**src/hdl/xdom_pkg.sv**
```systemverilog
// xdom register core package with bus widths, register map, shared structs and idle values
package xdom_pkg;

  localparam int ADR_W    = 12;
  localparam int DATA_W   = 16;
  localparam int CH_SEL_W = 5;
  localparam int PULSER_N = 6;

  // one host access with single-cycle strobes
  typedef struct packed {
    logic              wr;
    logic              rd;
    logic [ADR_W-1:0]  adr;
    logic [DATA_W-1:0] data;
  } host_bus_t;

  typedef struct packed {
    logic              valid;
    logic [DATA_W-1:0] data;
  } rd_resp_t;

  typedef struct packed {
    logic        ext_en;
    logic        thr_en;
    logic        disc_en;
    logic        disc_pol;
    logic        lt;
    logic        gt;
    logic        et;
    logic [11:0] thr;
  } trig_conf_t;

  // dac uses sel[2:0], adc uses data[23:0]
  typedef struct packed {
    logic        req;
    logic [5:0]  sel;
    logic [31:0] data;
  } spi_cmd_t;

  typedef struct packed {
    logic [1:0] delay_ce;
    logic [1:0] delay_inc;
    logic [1:0] adc_bitslip;
    logic       disc_bitslip;
  } io_strobe_t;

  localparam trig_conf_t TRIG_CONF_RST  = '0;
  localparam io_strobe_t IO_STROBE_IDLE = '0;

  ////////////////////////////////////////////////////////////////////////////
  // register map
  localparam logic [ADR_W-1:0] ADR_VNUM             = 12'hfff;
  localparam logic [ADR_W-1:0] ADR_TRIG_CONF        = 12'hbfe;
  localparam logic [ADR_W-1:0] ADR_TRIG_THR         = 12'hbfd;
  localparam logic [ADR_W-1:0] ADR_SW_MASK_HI       = 12'hbfc;
  localparam logic [ADR_W-1:0] ADR_SW_MASK_LO       = 12'hbfb;
  localparam logic [ADR_W-1:0] ADR_ARM_MASK_HI      = 12'hbfa;
  localparam logic [ADR_W-1:0] ADR_ARM_MASK_LO      = 12'hbf9;
  localparam logic [ADR_W-1:0] ADR_TRIG_CMD         = 12'hbf8;
  localparam logic [ADR_W-1:0] ADR_ARMED_HI         = 12'hbf6;
  localparam logic [ADR_W-1:0] ADR_ARMED_LO         = 12'hbf5;
  localparam logic [ADR_W-1:0] ADR_BUF_SEL          = 12'hbef;
  localparam logic [ADR_W-1:0] ADR_BUF_WDS          = 12'hbed;
  localparam logic [ADR_W-1:0] ADR_IO_SEL           = 12'hbe6;
  localparam logic [ADR_W-1:0] ADR_IO_STROBE        = 12'hbe5;
  localparam logic [ADR_W-1:0] ADR_ADC_SEL          = 12'hbdc;
  localparam logic [ADR_W-1:0] ADR_ADC_TASK         = 12'hbdb;
  localparam logic [ADR_W-1:0] ADR_ADC_DATA_HI      = 12'hbda;
  localparam logic [ADR_W-1:0] ADR_ADC_DATA_LO      = 12'hbd9;
  localparam logic [ADR_W-1:0] ADR_ADC_RD           = 12'hbd8;
  localparam logic [ADR_W-1:0] ADR_DAC_SEL          = 12'hbd7;
  localparam logic [ADR_W-1:0] ADR_DAC_TASK         = 12'hbd5;
  localparam logic [ADR_W-1:0] ADR_DAC_DATA_HI      = 12'hbd4;
  localparam logic [ADR_W-1:0] ADR_DAC_DATA_LO      = 12'hbd3;
  localparam logic [ADR_W-1:0] ADR_PULSER_WIDTH     = 12'hbd2;
  localparam logic [ADR_W-1:0] ADR_PULSER_SINGLE    = 12'hbce;
  localparam logic [ADR_W-1:0] ADR_SCALER_SEL       = 12'hbb8;
  localparam logic [ADR_W-1:0] ADR_SCALER_HI        = 12'hbb7;
  localparam logic [ADR_W-1:0] ADR_SCALER_LO        = 12'hbb6;
  localparam logic [ADR_W-1:0] ADR_PULSER_PERIOD_HI = 12'hbb3;
  localparam logic [ADR_W-1:0] ADR_PULSER_PERIOD_LO = 12'hbb2;
  localparam logic [ADR_W-1:0] ADR_PULSER_EN        = 12'hbb1;

endpackage

```
**src/hdl/task_handshake.sv**
```systemverilog
// request/acknowledge handshake for one serial-bus task
module task_handshake (
  input  logic clk,
  input  logic rst,
  input  logic i_start,
  input  logic i_ack,
  output logic o_req,
  output logic o_val
);

  typedef enum logic {
    ST_IDLE,
    ST_REQ
  } state_t;

  state_t state;

  always_ff @(posedge clk) begin
    if (rst) begin
      state <= ST_IDLE;
    end else begin
      case (state)
        ST_IDLE: begin
          // device may still hold ack from the last transfer
          if (i_start && !i_ack) begin
            state <= ST_REQ;
          end
        end
        ST_REQ: begin
          if (i_ack) begin
            state <= ST_IDLE;
          end
        end
        default: state <= ST_IDLE;
      endcase
    end
  end

  assign o_req = (state == ST_REQ);

  // busy while requesting or while the device still acknowledges
  assign o_val = o_req | i_ack;

endmodule

```
**src/hdl/channel_sel_mux.sv**
```systemverilog
// registered per-channel word selector that gives zero past the last channel
module channel_sel_mux import xdom_pkg::*; #(
  parameter type payload_t  = logic [15:0],
  parameter int  N_CHANNELS = 24
) (
  input  logic                     clk,
  input  logic [CH_SEL_W-1:0]      i_sel,
  input  payload_t [N_CHANNELS-1:0] i_data,
  output payload_t                 o_data
);

  always_ff @(posedge clk) begin
    if (i_sel < N_CHANNELS) begin
      o_data <= i_data[i_sel];
    end else begin
      o_data <= '0;
    end
  end

endmodule

```
**src/hdl/io_strobe_demux.sv**
```systemverilog
// steers the adc delay and bitslip strobe pattern onto the selected channel
module io_strobe_demux import xdom_pkg::*; #(
  parameter int N_CHANNELS = 24
) (
  input  logic                        clk,
  input  logic                        rst,
  input  logic [CH_SEL_W-1:0]         i_sel,
  input  io_strobe_t                  i_pattern,
  output io_strobe_t [N_CHANNELS-1:0] o_strobe
);

  always_ff @(posedge clk) begin
    for (int ch = 0; ch < N_CHANNELS; ch++) begin
      if (rst) begin
        o_strobe[ch] <= IO_STROBE_IDLE;
      end else if (i_sel == CH_SEL_W'(ch)) begin
        o_strobe[ch] <= i_pattern;
      end else begin
        // unselected channels see no strobe
        o_strobe[ch] <= IO_STROBE_IDLE;
      end
    end
  end

endmodule

```
**src/hdl/periodic_trigger.sv**
```systemverilog
// periodic pulse generator with one high cycle every i_period cycles
module periodic_trigger (
  input  logic        clk,
  input  logic        rst,
  input  logic [31:0] i_period,
  output logic        o_trig
);

  logic [31:0] count;

  always_ff @(posedge clk) begin
    if (rst) begin
      count  <= '0;
      o_trig <= 1'b0;
    end else if (i_period == '0) begin
      // idle until a period is programmed
      count  <= '0;
      o_trig <= 1'b0;
    end else if (count == '0) begin
      count  <= i_period - 32'd1;
      o_trig <= 1'b1;
    end else begin
      count  <= count - 32'd1;
      o_trig <= 1'b0;
    end
  end

endmodule

```
**src/hdl/reg_file.sv**
```systemverilog
// host register file: write decode, self-clearing strobes and registered read response
module reg_file import xdom_pkg::*; #(
  parameter int N_CHANNELS = 24
) (
  input  logic                  clk,
  input  logic                  rst,
  input  host_bus_t             i_bus,
  output rd_resp_t              o_rd,
  input  logic [15:0]           i_vnum,
  input  logic [N_CHANNELS-1:0] i_wvb_armed,
  input  logic [15:0]           i_wds_sel_data,
  input  logic [31:0]           i_scaler_sel_data,
  input  logic [7:0]            i_adc_rd_data,
  input  logic                  i_adc_task_val,
  input  logic                  i_dac_task_val,
  output logic                  o_adc_start,
  output logic                  o_dac_start,
  output spi_cmd_t              o_adc_cmd,
  output spi_cmd_t              o_dac_cmd,
  output logic [CH_SEL_W-1:0]   o_buf_sel,
  output logic [CH_SEL_W-1:0]   o_scaler_sel,
  output logic [CH_SEL_W-1:0]   o_io_sel,
  output io_strobe_t            o_io_pattern,
  output trig_conf_t            o_trig_conf,
  output logic [N_CHANNELS-1:0] o_trig_run,
  output logic [N_CHANNELS-1:0] o_wvb_arm,
  output logic [PULSER_N-1:0]   o_pulser_single,
  output logic [PULSER_N-1:0]   o_pulser_en,
  output logic [31:0]           o_pulser_period,
  output logic [15:0]           o_pulser_width
);

  // channel masks split into a low word and a partial high word
  localparam int HI_W = N_CHANNELS - 16;

  logic [N_CHANNELS-1:0] sw_mask;
  logic [N_CHANNELS-1:0] arm_mask;
  logic [5:0]            adc_sel;
  logic [23:0]           adc_data;
  logic [2:0]            dac_sel;
  logic [31:0]           dac_data;
  logic [DATA_W-1:0]     wd;
  logic [DATA_W-1:0]     rd_word;
  logic                  rd_valid;
  logic [DATA_W-1:0]     rd_data;

  assign wd = i_bus.data;

  //////////////////////////////////////////////////////////////////////////
  // write side
  always_ff @(posedge clk) begin
    if (rst) begin
      o_trig_conf     <= TRIG_CONF_RST;
      sw_mask         <= '0;
      arm_mask        <= '0;
      adc_sel         <= '0;
      adc_data        <= '0;
      dac_sel         <= '0;
      dac_data        <= '0;
      o_buf_sel       <= '0;
      o_scaler_sel    <= '0;
      o_io_sel        <= '0;
      o_pulser_en     <= '0;
      o_pulser_period <= '0;
      o_pulser_width  <= '0;
      o_trig_run      <= '0;
      o_wvb_arm       <= '0;
      o_io_pattern    <= IO_STROBE_IDLE;
      o_pulser_single <= '0;
      o_adc_start     <= 1'b0;
      o_dac_start     <= 1'b0;
    end else begin
      // one-cycle strobes fall back unless rewritten
      o_trig_run      <= '0;
      o_wvb_arm       <= '0;
      o_io_pattern    <= IO_STROBE_IDLE;
      o_pulser_single <= '0;
      o_adc_start     <= 1'b0;
      o_dac_start     <= 1'b0;
      if (i_bus.wr) begin
        case (i_bus.adr)
          ADR_TRIG_CONF: begin
            o_trig_conf.et       <= wd[0];
            o_trig_conf.gt       <= wd[1];
            o_trig_conf.lt       <= wd[2];
            o_trig_conf.disc_pol <= wd[3];
            o_trig_conf.disc_en  <= wd[4];
            o_trig_conf.thr_en   <= wd[5];
            o_trig_conf.ext_en   <= wd[6];
          end
          ADR_TRIG_THR:    o_trig_conf.thr <= wd[11:0];
          ADR_SW_MASK_HI:  sw_mask[N_CHANNELS-1:16] <= wd[HI_W-1:0];
          ADR_SW_MASK_LO:  sw_mask[15:0] <= wd;
          ADR_ARM_MASK_HI: arm_mask[N_CHANNELS-1:16] <= wd[HI_W-1:0];
          ADR_ARM_MASK_LO: arm_mask[15:0] <= wd;
          ADR_TRIG_CMD: begin
            if (wd[0]) o_trig_run <= sw_mask;
            if (wd[1]) o_wvb_arm <= arm_mask;
          end
          ADR_BUF_SEL:    o_buf_sel <= wd[CH_SEL_W-1:0];
          ADR_IO_SEL:     o_io_sel <= wd[CH_SEL_W-1:0];
          // lane 0 in the low nibble, lane 1 in the next
          ADR_IO_STROBE: begin
            o_io_pattern.delay_inc    <= {wd[4], wd[0]};
            o_io_pattern.delay_ce     <= {wd[5], wd[1]};
            o_io_pattern.adc_bitslip  <= {wd[6], wd[2]};
            o_io_pattern.disc_bitslip <= wd[8];
          end
          ADR_ADC_SEL:          adc_sel <= wd[5:0];
          ADR_ADC_TASK:         o_adc_start <= wd[0];
          ADR_ADC_DATA_HI:      adc_data[23:16] <= wd[7:0];
          ADR_ADC_DATA_LO:      adc_data[15:0] <= wd;
          ADR_DAC_SEL:          dac_sel <= wd[2:0];
          ADR_DAC_TASK:         o_dac_start <= wd[0];
          ADR_DAC_DATA_HI:      dac_data[31:16] <= wd;
          ADR_DAC_DATA_LO:      dac_data[15:0] <= wd;
          ADR_PULSER_WIDTH:     o_pulser_width <= wd;
          ADR_PULSER_SINGLE:    o_pulser_single <= wd[PULSER_N-1:0];
          ADR_PULSER_PERIOD_HI: o_pulser_period[31:16] <= wd;
          ADR_PULSER_PERIOD_LO: o_pulser_period[15:0] <= wd;
          ADR_PULSER_EN:        o_pulser_en <= wd[PULSER_N-1:0];
          ADR_SCALER_SEL:       o_scaler_sel <= wd[CH_SEL_W-1:0];
          default: ;
        endcase
      end
    end
  end

  assign o_adc_cmd = '{req: 1'b0, sel: adc_sel, data: {8'h00, adc_data}};
  assign o_dac_cmd = '{req: 1'b0, sel: {3'b000, dac_sel}, data: dac_data};

  //////////////////////////////////////////////////////////////////////////
  // read side
  always_comb begin
    case (i_bus.adr)
      ADR_VNUM:             rd_word = i_vnum;
      ADR_TRIG_CONF:        rd_word = 16'(o_trig_conf[18:12]);
      ADR_TRIG_THR:         rd_word = 16'(o_trig_conf.thr);
      ADR_SW_MASK_HI:       rd_word = 16'(sw_mask[N_CHANNELS-1:16]);
      ADR_SW_MASK_LO:       rd_word = sw_mask[15:0];
      ADR_ARM_MASK_HI:      rd_word = 16'(arm_mask[N_CHANNELS-1:16]);
      ADR_ARM_MASK_LO:      rd_word = arm_mask[15:0];
      ADR_ARMED_HI:         rd_word = 16'(i_wvb_armed[N_CHANNELS-1:16]);
      ADR_ARMED_LO:         rd_word = i_wvb_armed[15:0];
      ADR_BUF_SEL:          rd_word = 16'(o_buf_sel);
      ADR_BUF_WDS:          rd_word = i_wds_sel_data;
      ADR_IO_SEL:           rd_word = 16'(o_io_sel);
      ADR_ADC_SEL:          rd_word = 16'(adc_sel);
      ADR_ADC_TASK:         rd_word = 16'(i_adc_task_val);
      ADR_ADC_DATA_HI:      rd_word = 16'(adc_data[23:16]);
      ADR_ADC_DATA_LO:      rd_word = adc_data[15:0];
      ADR_ADC_RD:           rd_word = 16'(i_adc_rd_data);
      ADR_DAC_SEL:          rd_word = 16'(dac_sel);
      ADR_DAC_TASK:         rd_word = 16'(i_dac_task_val);
      ADR_DAC_DATA_HI:      rd_word = dac_data[31:16];
      ADR_DAC_DATA_LO:      rd_word = dac_data[15:0];
      ADR_PULSER_WIDTH:     rd_word = o_pulser_width;
      ADR_PULSER_SINGLE:    rd_word = 16'(o_pulser_single);
      ADR_PULSER_PERIOD_HI: rd_word = o_pulser_period[31:16];
      ADR_PULSER_PERIOD_LO: rd_word = o_pulser_period[15:0];
      ADR_PULSER_EN:        rd_word = 16'(o_pulser_en);
      ADR_SCALER_SEL:       rd_word = 16'(o_scaler_sel);
      ADR_SCALER_HI:        rd_word = i_scaler_sel_data[31:16];
      ADR_SCALER_LO:        rd_word = i_scaler_sel_data[15:0];
      default:              rd_word = '0;
    endcase
  end

  always_ff @(posedge clk) begin
    if (rst) begin
      rd_valid <= 1'b0;
    end else begin
      rd_valid <= i_bus.rd;
    end
    if (i_bus.rd) begin
      rd_data <= rd_word;
    end
  end

  assign o_rd = '{valid: rd_valid, data: rd_data};

endmodule

```
**src/hdl/xdom_top.sv**
```systemverilog
// xdom register core top: host registers, serial-bus tasks, status muxes, io strobes, pulser
module xdom_top import xdom_pkg::*; #(
  parameter int N_CHANNELS = 24
) (
  input  logic                          clk,
  input  logic                          rst,
  input  host_bus_t                     i_bus,
  output rd_resp_t                      o_rd,
  input  logic [15:0]                   i_vnum,

  input  logic [N_CHANNELS-1:0]         i_wvb_armed,
  input  logic [N_CHANNELS-1:0][15:0]   i_buf_wds_used,
  input  logic [N_CHANNELS-1:0][31:0]   i_disc_scaler,

  output trig_conf_t                    o_trig_conf,
  output logic [N_CHANNELS-1:0]         o_trig_run,
  output logic [N_CHANNELS-1:0]         o_wvb_arm,
  output io_strobe_t [N_CHANNELS-1:0]   o_io_strobe,

  output spi_cmd_t                      o_adc_spi,
  output spi_cmd_t                      o_dac_spi,
  input  logic                          i_adc_ack,
  input  logic [7:0]                    i_adc_rd_data,
  input  logic                          i_dac_ack,

  output logic [PULSER_N-1:0]           o_pulser_trig,
  output logic [15:0]                   o_pulser_width
);

  logic [15:0]         wds_sel_data;
  logic [31:0]         scaler_sel_data;
  logic [CH_SEL_W-1:0] buf_sel;
  logic [CH_SEL_W-1:0] scaler_sel;
  logic [CH_SEL_W-1:0] io_sel;
  io_strobe_t          io_pattern;
  logic                adc_start;
  logic                dac_start;
  logic                adc_req;
  logic                dac_req;
  logic                adc_task_val;
  logic                dac_task_val;
  spi_cmd_t            adc_cmd;
  spi_cmd_t            dac_cmd;
  logic [PULSER_N-1:0] pulser_single;
  logic [PULSER_N-1:0] pulser_en;
  logic [31:0]         pulser_period;
  logic                pulser_tick;

  reg_file #(.N_CHANNELS(N_CHANNELS)) u_reg_file (
    .clk(clk), .rst(rst), .i_bus(i_bus), .o_rd(o_rd), .i_vnum(i_vnum),
    .i_wvb_armed(i_wvb_armed), .i_wds_sel_data(wds_sel_data),
    .i_scaler_sel_data(scaler_sel_data), .i_adc_rd_data(i_adc_rd_data),
    .i_adc_task_val(adc_task_val), .i_dac_task_val(dac_task_val),
    .o_adc_start(adc_start), .o_dac_start(dac_start),
    .o_adc_cmd(adc_cmd), .o_dac_cmd(dac_cmd),
    .o_buf_sel(buf_sel), .o_scaler_sel(scaler_sel), .o_io_sel(io_sel),
    .o_io_pattern(io_pattern), .o_trig_conf(o_trig_conf),
    .o_trig_run(o_trig_run), .o_wvb_arm(o_wvb_arm),
    .o_pulser_single(pulser_single), .o_pulser_en(pulser_en),
    .o_pulser_period(pulser_period), .o_pulser_width(o_pulser_width)
  );

  task_handshake adc_task (
    .clk(clk), .rst(rst), .i_start(adc_start), .i_ack(i_adc_ack),
    .o_req(adc_req), .o_val(adc_task_val)
  );

  task_handshake dac_task (
    .clk(clk), .rst(rst), .i_start(dac_start), .i_ack(i_dac_ack),
    .o_req(dac_req), .o_val(dac_task_val)
  );

  // request bit comes from the handshake, fields from the registers
  assign o_adc_spi = '{req: adc_req, sel: adc_cmd.sel, data: adc_cmd.data};
  assign o_dac_spi = '{req: dac_req, sel: dac_cmd.sel, data: dac_cmd.data};

  channel_sel_mux #(.payload_t(logic [15:0]), .N_CHANNELS(N_CHANNELS)) wds_mux (
    .clk(clk), .i_sel(buf_sel), .i_data(i_buf_wds_used), .o_data(wds_sel_data)
  );

  channel_sel_mux #(.payload_t(logic [31:0]), .N_CHANNELS(N_CHANNELS)) scaler_mux (
    .clk(clk), .i_sel(scaler_sel), .i_data(i_disc_scaler), .o_data(scaler_sel_data)
  );

  io_strobe_demux #(.N_CHANNELS(N_CHANNELS)) u_io_demux (
    .clk(clk), .rst(rst), .i_sel(io_sel), .i_pattern(io_pattern), .o_strobe(o_io_strobe)
  );

  periodic_trigger u_pulser_timer (
    .clk(clk), .rst(rst), .i_period(pulser_period), .o_trig(pulser_tick)
  );

  // single shots plus enabled periodic ticks
  assign o_pulser_trig = pulser_single | ({PULSER_N{pulser_tick}} & pulser_en);

endmodule

```
**config.mk**
```make
export PLATFORM = sky130hd
export DESIGN_NAME = xdom_top
export DESIGN_NICKNAME = d
export VERILOG_FILES = /design/src/hdl/xdom_pkg.sv /design/src/hdl/task_handshake.sv /design/src/hdl/channel_sel_mux.sv /design/src/hdl/io_strobe_demux.sv /design/src/hdl/periodic_trigger.sv /design/src/hdl/reg_file.sv /design/src/hdl/xdom_top.sv
export SDC_FILE = /design/constraint.sdc
export NUM_CORES = 1
export LEC_CHECK = 0
export ABC_AREA = 1
export BUFFER_PORTS_ARGS = -buffer_cell sky130_fd_sc_hd__buf_2
export CAP_MARGIN = 20
export CORE_AREA = 2 2 612 614
export CTS_CLUSTER_SIZE = 24
export DETAILED_ROUTE_END_ITERATION = 7
export DIE_AREA = 0 0 614 616
export PLACE_DENSITY = 0.3
export RECOVER_POWER = 25
export SLEW_MARGIN = 20
export SYNTH_ARGS = -nofsm -noshare
export SYNTH_HDL_FRONTEND = slang
export SYNTH_SLANG_ARGS = --single-unit
```
**constraint.sdc**
```tcl
create_clock -name clk -period 3.25 [get_ports clk]
set_clock_uncertainty 0.15 [all_clocks]
set_input_delay 0.325 -clock clk [delete_from_list [all_inputs] [get_ports clk]]
set_output_delay 0.325 -clock clk [all_outputs]
set_load 0.02 [all_outputs]
```
==> flow_metrics.py <==
metrics = {
    "yosys": {
        "ys_seq_elements": 532,
        "netlist_area_um2": 29100,
        "synthFlopType": "dfxtp_1",
        "synthArstFlopShare_pct": 0,
        "netlist_instances": 4234,
        "yosysWarnings": 0,
        "synth_edf_count": 16,
        "syn_avg_cell_area_um2": 6.87,
        "ys_types": 47,
        "yosysSeqAreaShare_pct": 37.2,
    },
    "detailed_routing": {
        "vias": 40300,
        "wirelength_mm": 327,
        "drcViolationCount": 0,
        "first_pass_iters": 5,
        "viasPerCell": 3.64,
        "wl_per_cell_um": 29.5,
        "antenna_left": 0,
        "drtIter0Drc": 3028,
    },
    "clock_network": {
        "htreeDepth": 3,
        "cts.clk_slew.worst_paths_ns": 0.06,
        "cts-root-buf": "clkbuf_16",
        "clock-sinks": 532,
        "post_cts_buffers": 0,
        "numCtsBuffers": 80,
        "insertion_delay_ns": 0.81,
        "tritoncts": "done",
        "cts_buffer_depth": 4,
    },
    "place": {
        "gp_congestion": 0.917,
        "postPlaceCellArea_um2": 44700,
        "hpwlAfterDp_mm": 280,
        "io_buffer_count": 1574,
    },
    "setup_path": {
        "cp_slowest_cell": "a32oi_1",
        "r2r_start": "u_reg_file.o_scaler_sel[0]",
        "cp_max_fo": 50,
        "r2r_end": "scaler_mux.o_data[25]",
        "critical_path_depth": 6,
        "reg2reg_depth": 6,
        "crit_chain": "buf_12, nand2_1, a32oi_1, o211ai_1, buf_4, a21oi_1",
        "reg2reg_slack_ns": -0.004,
        "critPathLaunchType": "register",
        "cpPeakStageDelay_ns": 0.89,
        "critPathLaunch": "u_reg_file.o_scaler_sel[0]",
        "required_ns": 3.78,
        "end_kind": "register",
        "cp.arrival_ns": 3.79,
        "critPathBufInv": 2,
        "cp_top_family": "compound AO/OA/AOI/OAI gates",
        "critPathKind": "reg2reg",
    },
    "timing": {
        "setup_ws_ns": -0.00448,
        "grt_setup_unrepaired": "false",
        "setup_tns_ns": -0.00448,
        "setup_violations": 1,
        "max_clock_freq_ghz": 0.307,
        "finalMaxSlewViolations": 18,
        "hold_viol": 0,
        "period_needed_ns": 3.25,
        "worst_pin_slew_ns": 1.83,
        "min_period_over_period_pct": 100,
        "slew_headroom_pct": -22.0,
    },
    "floorplanning": {
        "initial_core_util_pct": 7.83,
        "die_area_um2": 378000,
        "rows": 224,
        "dieHeight_um": 616,
        "ios": 1586,
        "die_w_um": 614,
        "core_um2": 371000,
    },
    "min_path": {
        "worstHoldPathCells": 3,
        "hold_end": "u_reg_file.o_io_pattern[4]",
        "hp-start": "i_bus[4]",
        "holdCritPathClass": "in2reg",
    },
    "global_route": {
        "grt_usage_pct": 16.5,
        "grt_max_degree": 99,
        "grt_pass1_vias": 40100,
        "antenna_found_initial": 159,
        "grt-ovfl-total": 0,
        "grt_pass1_wl_mm": 413,
    },
    "final_layout": {
        "finalInstanceArea_um2": 48200,
        "fin_nets": 7158,
        "area_growth_pct": 65.8,
        "drive_gt1_share_pct": 32.2,
    },
    "job": {
        "max_cap_viol_count": 1,
    },
    "power": {
        "vdd_drop_max_v": 0.000371,
        "powerDensity_nw_per_um2": 379,
        "p_leak_nw": 19.6,
    },
    "outcome": {
        "status": "finished, violations left",
        "violations": "max-capacitance violations, max-slew violations, negative setup slack",
    },
}
## where the power goes
group          total (mW)  switching [mW]  leakage (nW)  internal, mW
combinational        2.23            1.33          13.9         0.897
sequential           6.67          0.0804          4.34          6.59
clock                9.37            3.78          1.33          5.59
total                18.3            5.20          19.6          13.1
## cells in the final DEF (no fill, tap or decap), drive strengths merged, types with 4 or more instances in the layout
cell type	n
a211oi	27
a21oi	405
a221oi	33
a22o	6
a22oi	13
a31oi	32
a32oi	32
and3	4
buf	1709
bufinv	8
clkbuf	295
clkinv	27
conb	11
dfxtp	516
diode	104
dlygate4sd3	70
edfxtp	16
inv	225
mux2i	32
nand2	443
nand3	97
nand4	26
nor2	881
nor3	19
nor4	19
o2111ai	6
o211ai	51
o21ai	605
o21bai	101
o221ai	179
o22ai	79
or2	9
## timing repair
item | CTS | global route
hold buffers | 70 | 0
hold endpoints to repair | 121 | 0
resized for setup | 14 | 4
setup endpoints to repair | 8 | 4
## Yosys cell counts (all sizes together) (16+ instances only)
| cell | number | area [um2] |
|---|---|---|
| a31oi | 32 | 200 |
| nor3 | 19 | 106 |
| edfxtp | 16 | 480 |
| o221ai | 179 | 1570 |
| o211ai | 51 | 383 |
| o21bai | 101 | 758 |
| a211oi | 27 | 203 |
| nand4 | 26 | 163 |
| inv | 221 | 830 |
| a221oi | 33 | 289 |
| dfxtp | 516 | 10300 |
| mux2i | 32 | 320 |
| o22ai | 79 | 494 |
| o21ai | 605 | 3030 |
| a21oi | 405 | 2030 |
| nor4 | 19 | 125 |
| nand3 | 97 | 490 |
| nand2 | 443 | 1740 |
| buf | 75 | 420 |
| clkbuf | 292 | 1100 |
| a32oi | 32 | 280 |
| nor2 | 881 | 3380 |
## cells by family (layout without fill, tap and decap cells)
logic type      count (synthesis)  in the layout  share of synthesized area [%]
compound gates               1570           1570                           32.5
flops                         532            532                           37.2
other cells                     1            115                         0.0129
simple gates                 1501           1501                           21.0
mux                            32             32                           1.10
buf+inv                       597           2336                           8.19
fa+ha+maj                       1              1                         0.0430
## registers in the layout, indices dropped and copies added, names as in the netlist, 32 cells and up
| name | count |
|---|---|
| u_pulser_timer.count | 32 |
| scaler_mux.o_data | 32 |
| u_io_demux.o_strobe | 168 |
| u_reg_file.o_pulser_period | 32 |
| u_reg_file.dac_data | 32 |
## cell type report
| class | count | area, um2 |
|---|---|---|
| inverter | 230 | 888 |
| sequential | 532 | 10800 |
| clock inverter | 32 | 410 |
| antenna | 104 | 260 |
| tap | 4972 | 6220 |
| fill | 43500 | 323000 |
| clock buffer | 110 | 2300 |
| multi-input combinational | 3115 | 16000 |
| timing repair buffer | 1964 | 11300 |
## layer usage
layer	vias up	routed length, um	track usage, %
met4	58	15300	6.45
met5	-	378	0
li1	18300	-	-
met1	19600	129000	19.1
met3	410	17900	2.84
met2	1868	165000	29.8
## worst reg2reg max path, stage by stage, from the launching register on
cell      delay (ns)
dfxtp_4         0.59
buf_12          0.32
nand2_1         0.74
a32oi_1         0.91
o211ai_1        0.17
buf_4           0.20
a21oi_1         0.13
## metrics by stage
stage	hold WS [ns]	instances	setup slack [ns]	power, mW	util, %
2_1_floorplan	0.254	4244	1.10	7.39	-
3_3_place_gp	0.301	10700	-0.940	9.05	12.0
3_5_place_dp	0.301	10700	-0.388	9.03	12.0
4_1_cts	0.000910	11000	0.0158	18.8	13.0
5_1_grt	0.00883	11000	0.00477	19.0	13.0
6_report	0.0166	11100	-0.00448	18.3	13.0
## worst max-delay path by stage
stage	to	slack, ns
3_5_place_dp	u_reg_file.rd_data[5]	-0.39
6_report	scaler_mux.o_data[25]	-0.004
3_3_place_gp	u_reg_file.o_buf_sel[0]	-0.94
4_1_cts	scaler_mux.o_data[11]	0.02
2_1_floorplan	u_pulser_timer.count[20]	1.10
5_1_grt	scaler_mux.o_data[25]	0.005
Note: power is estimated with default switching activity, not from simulation.
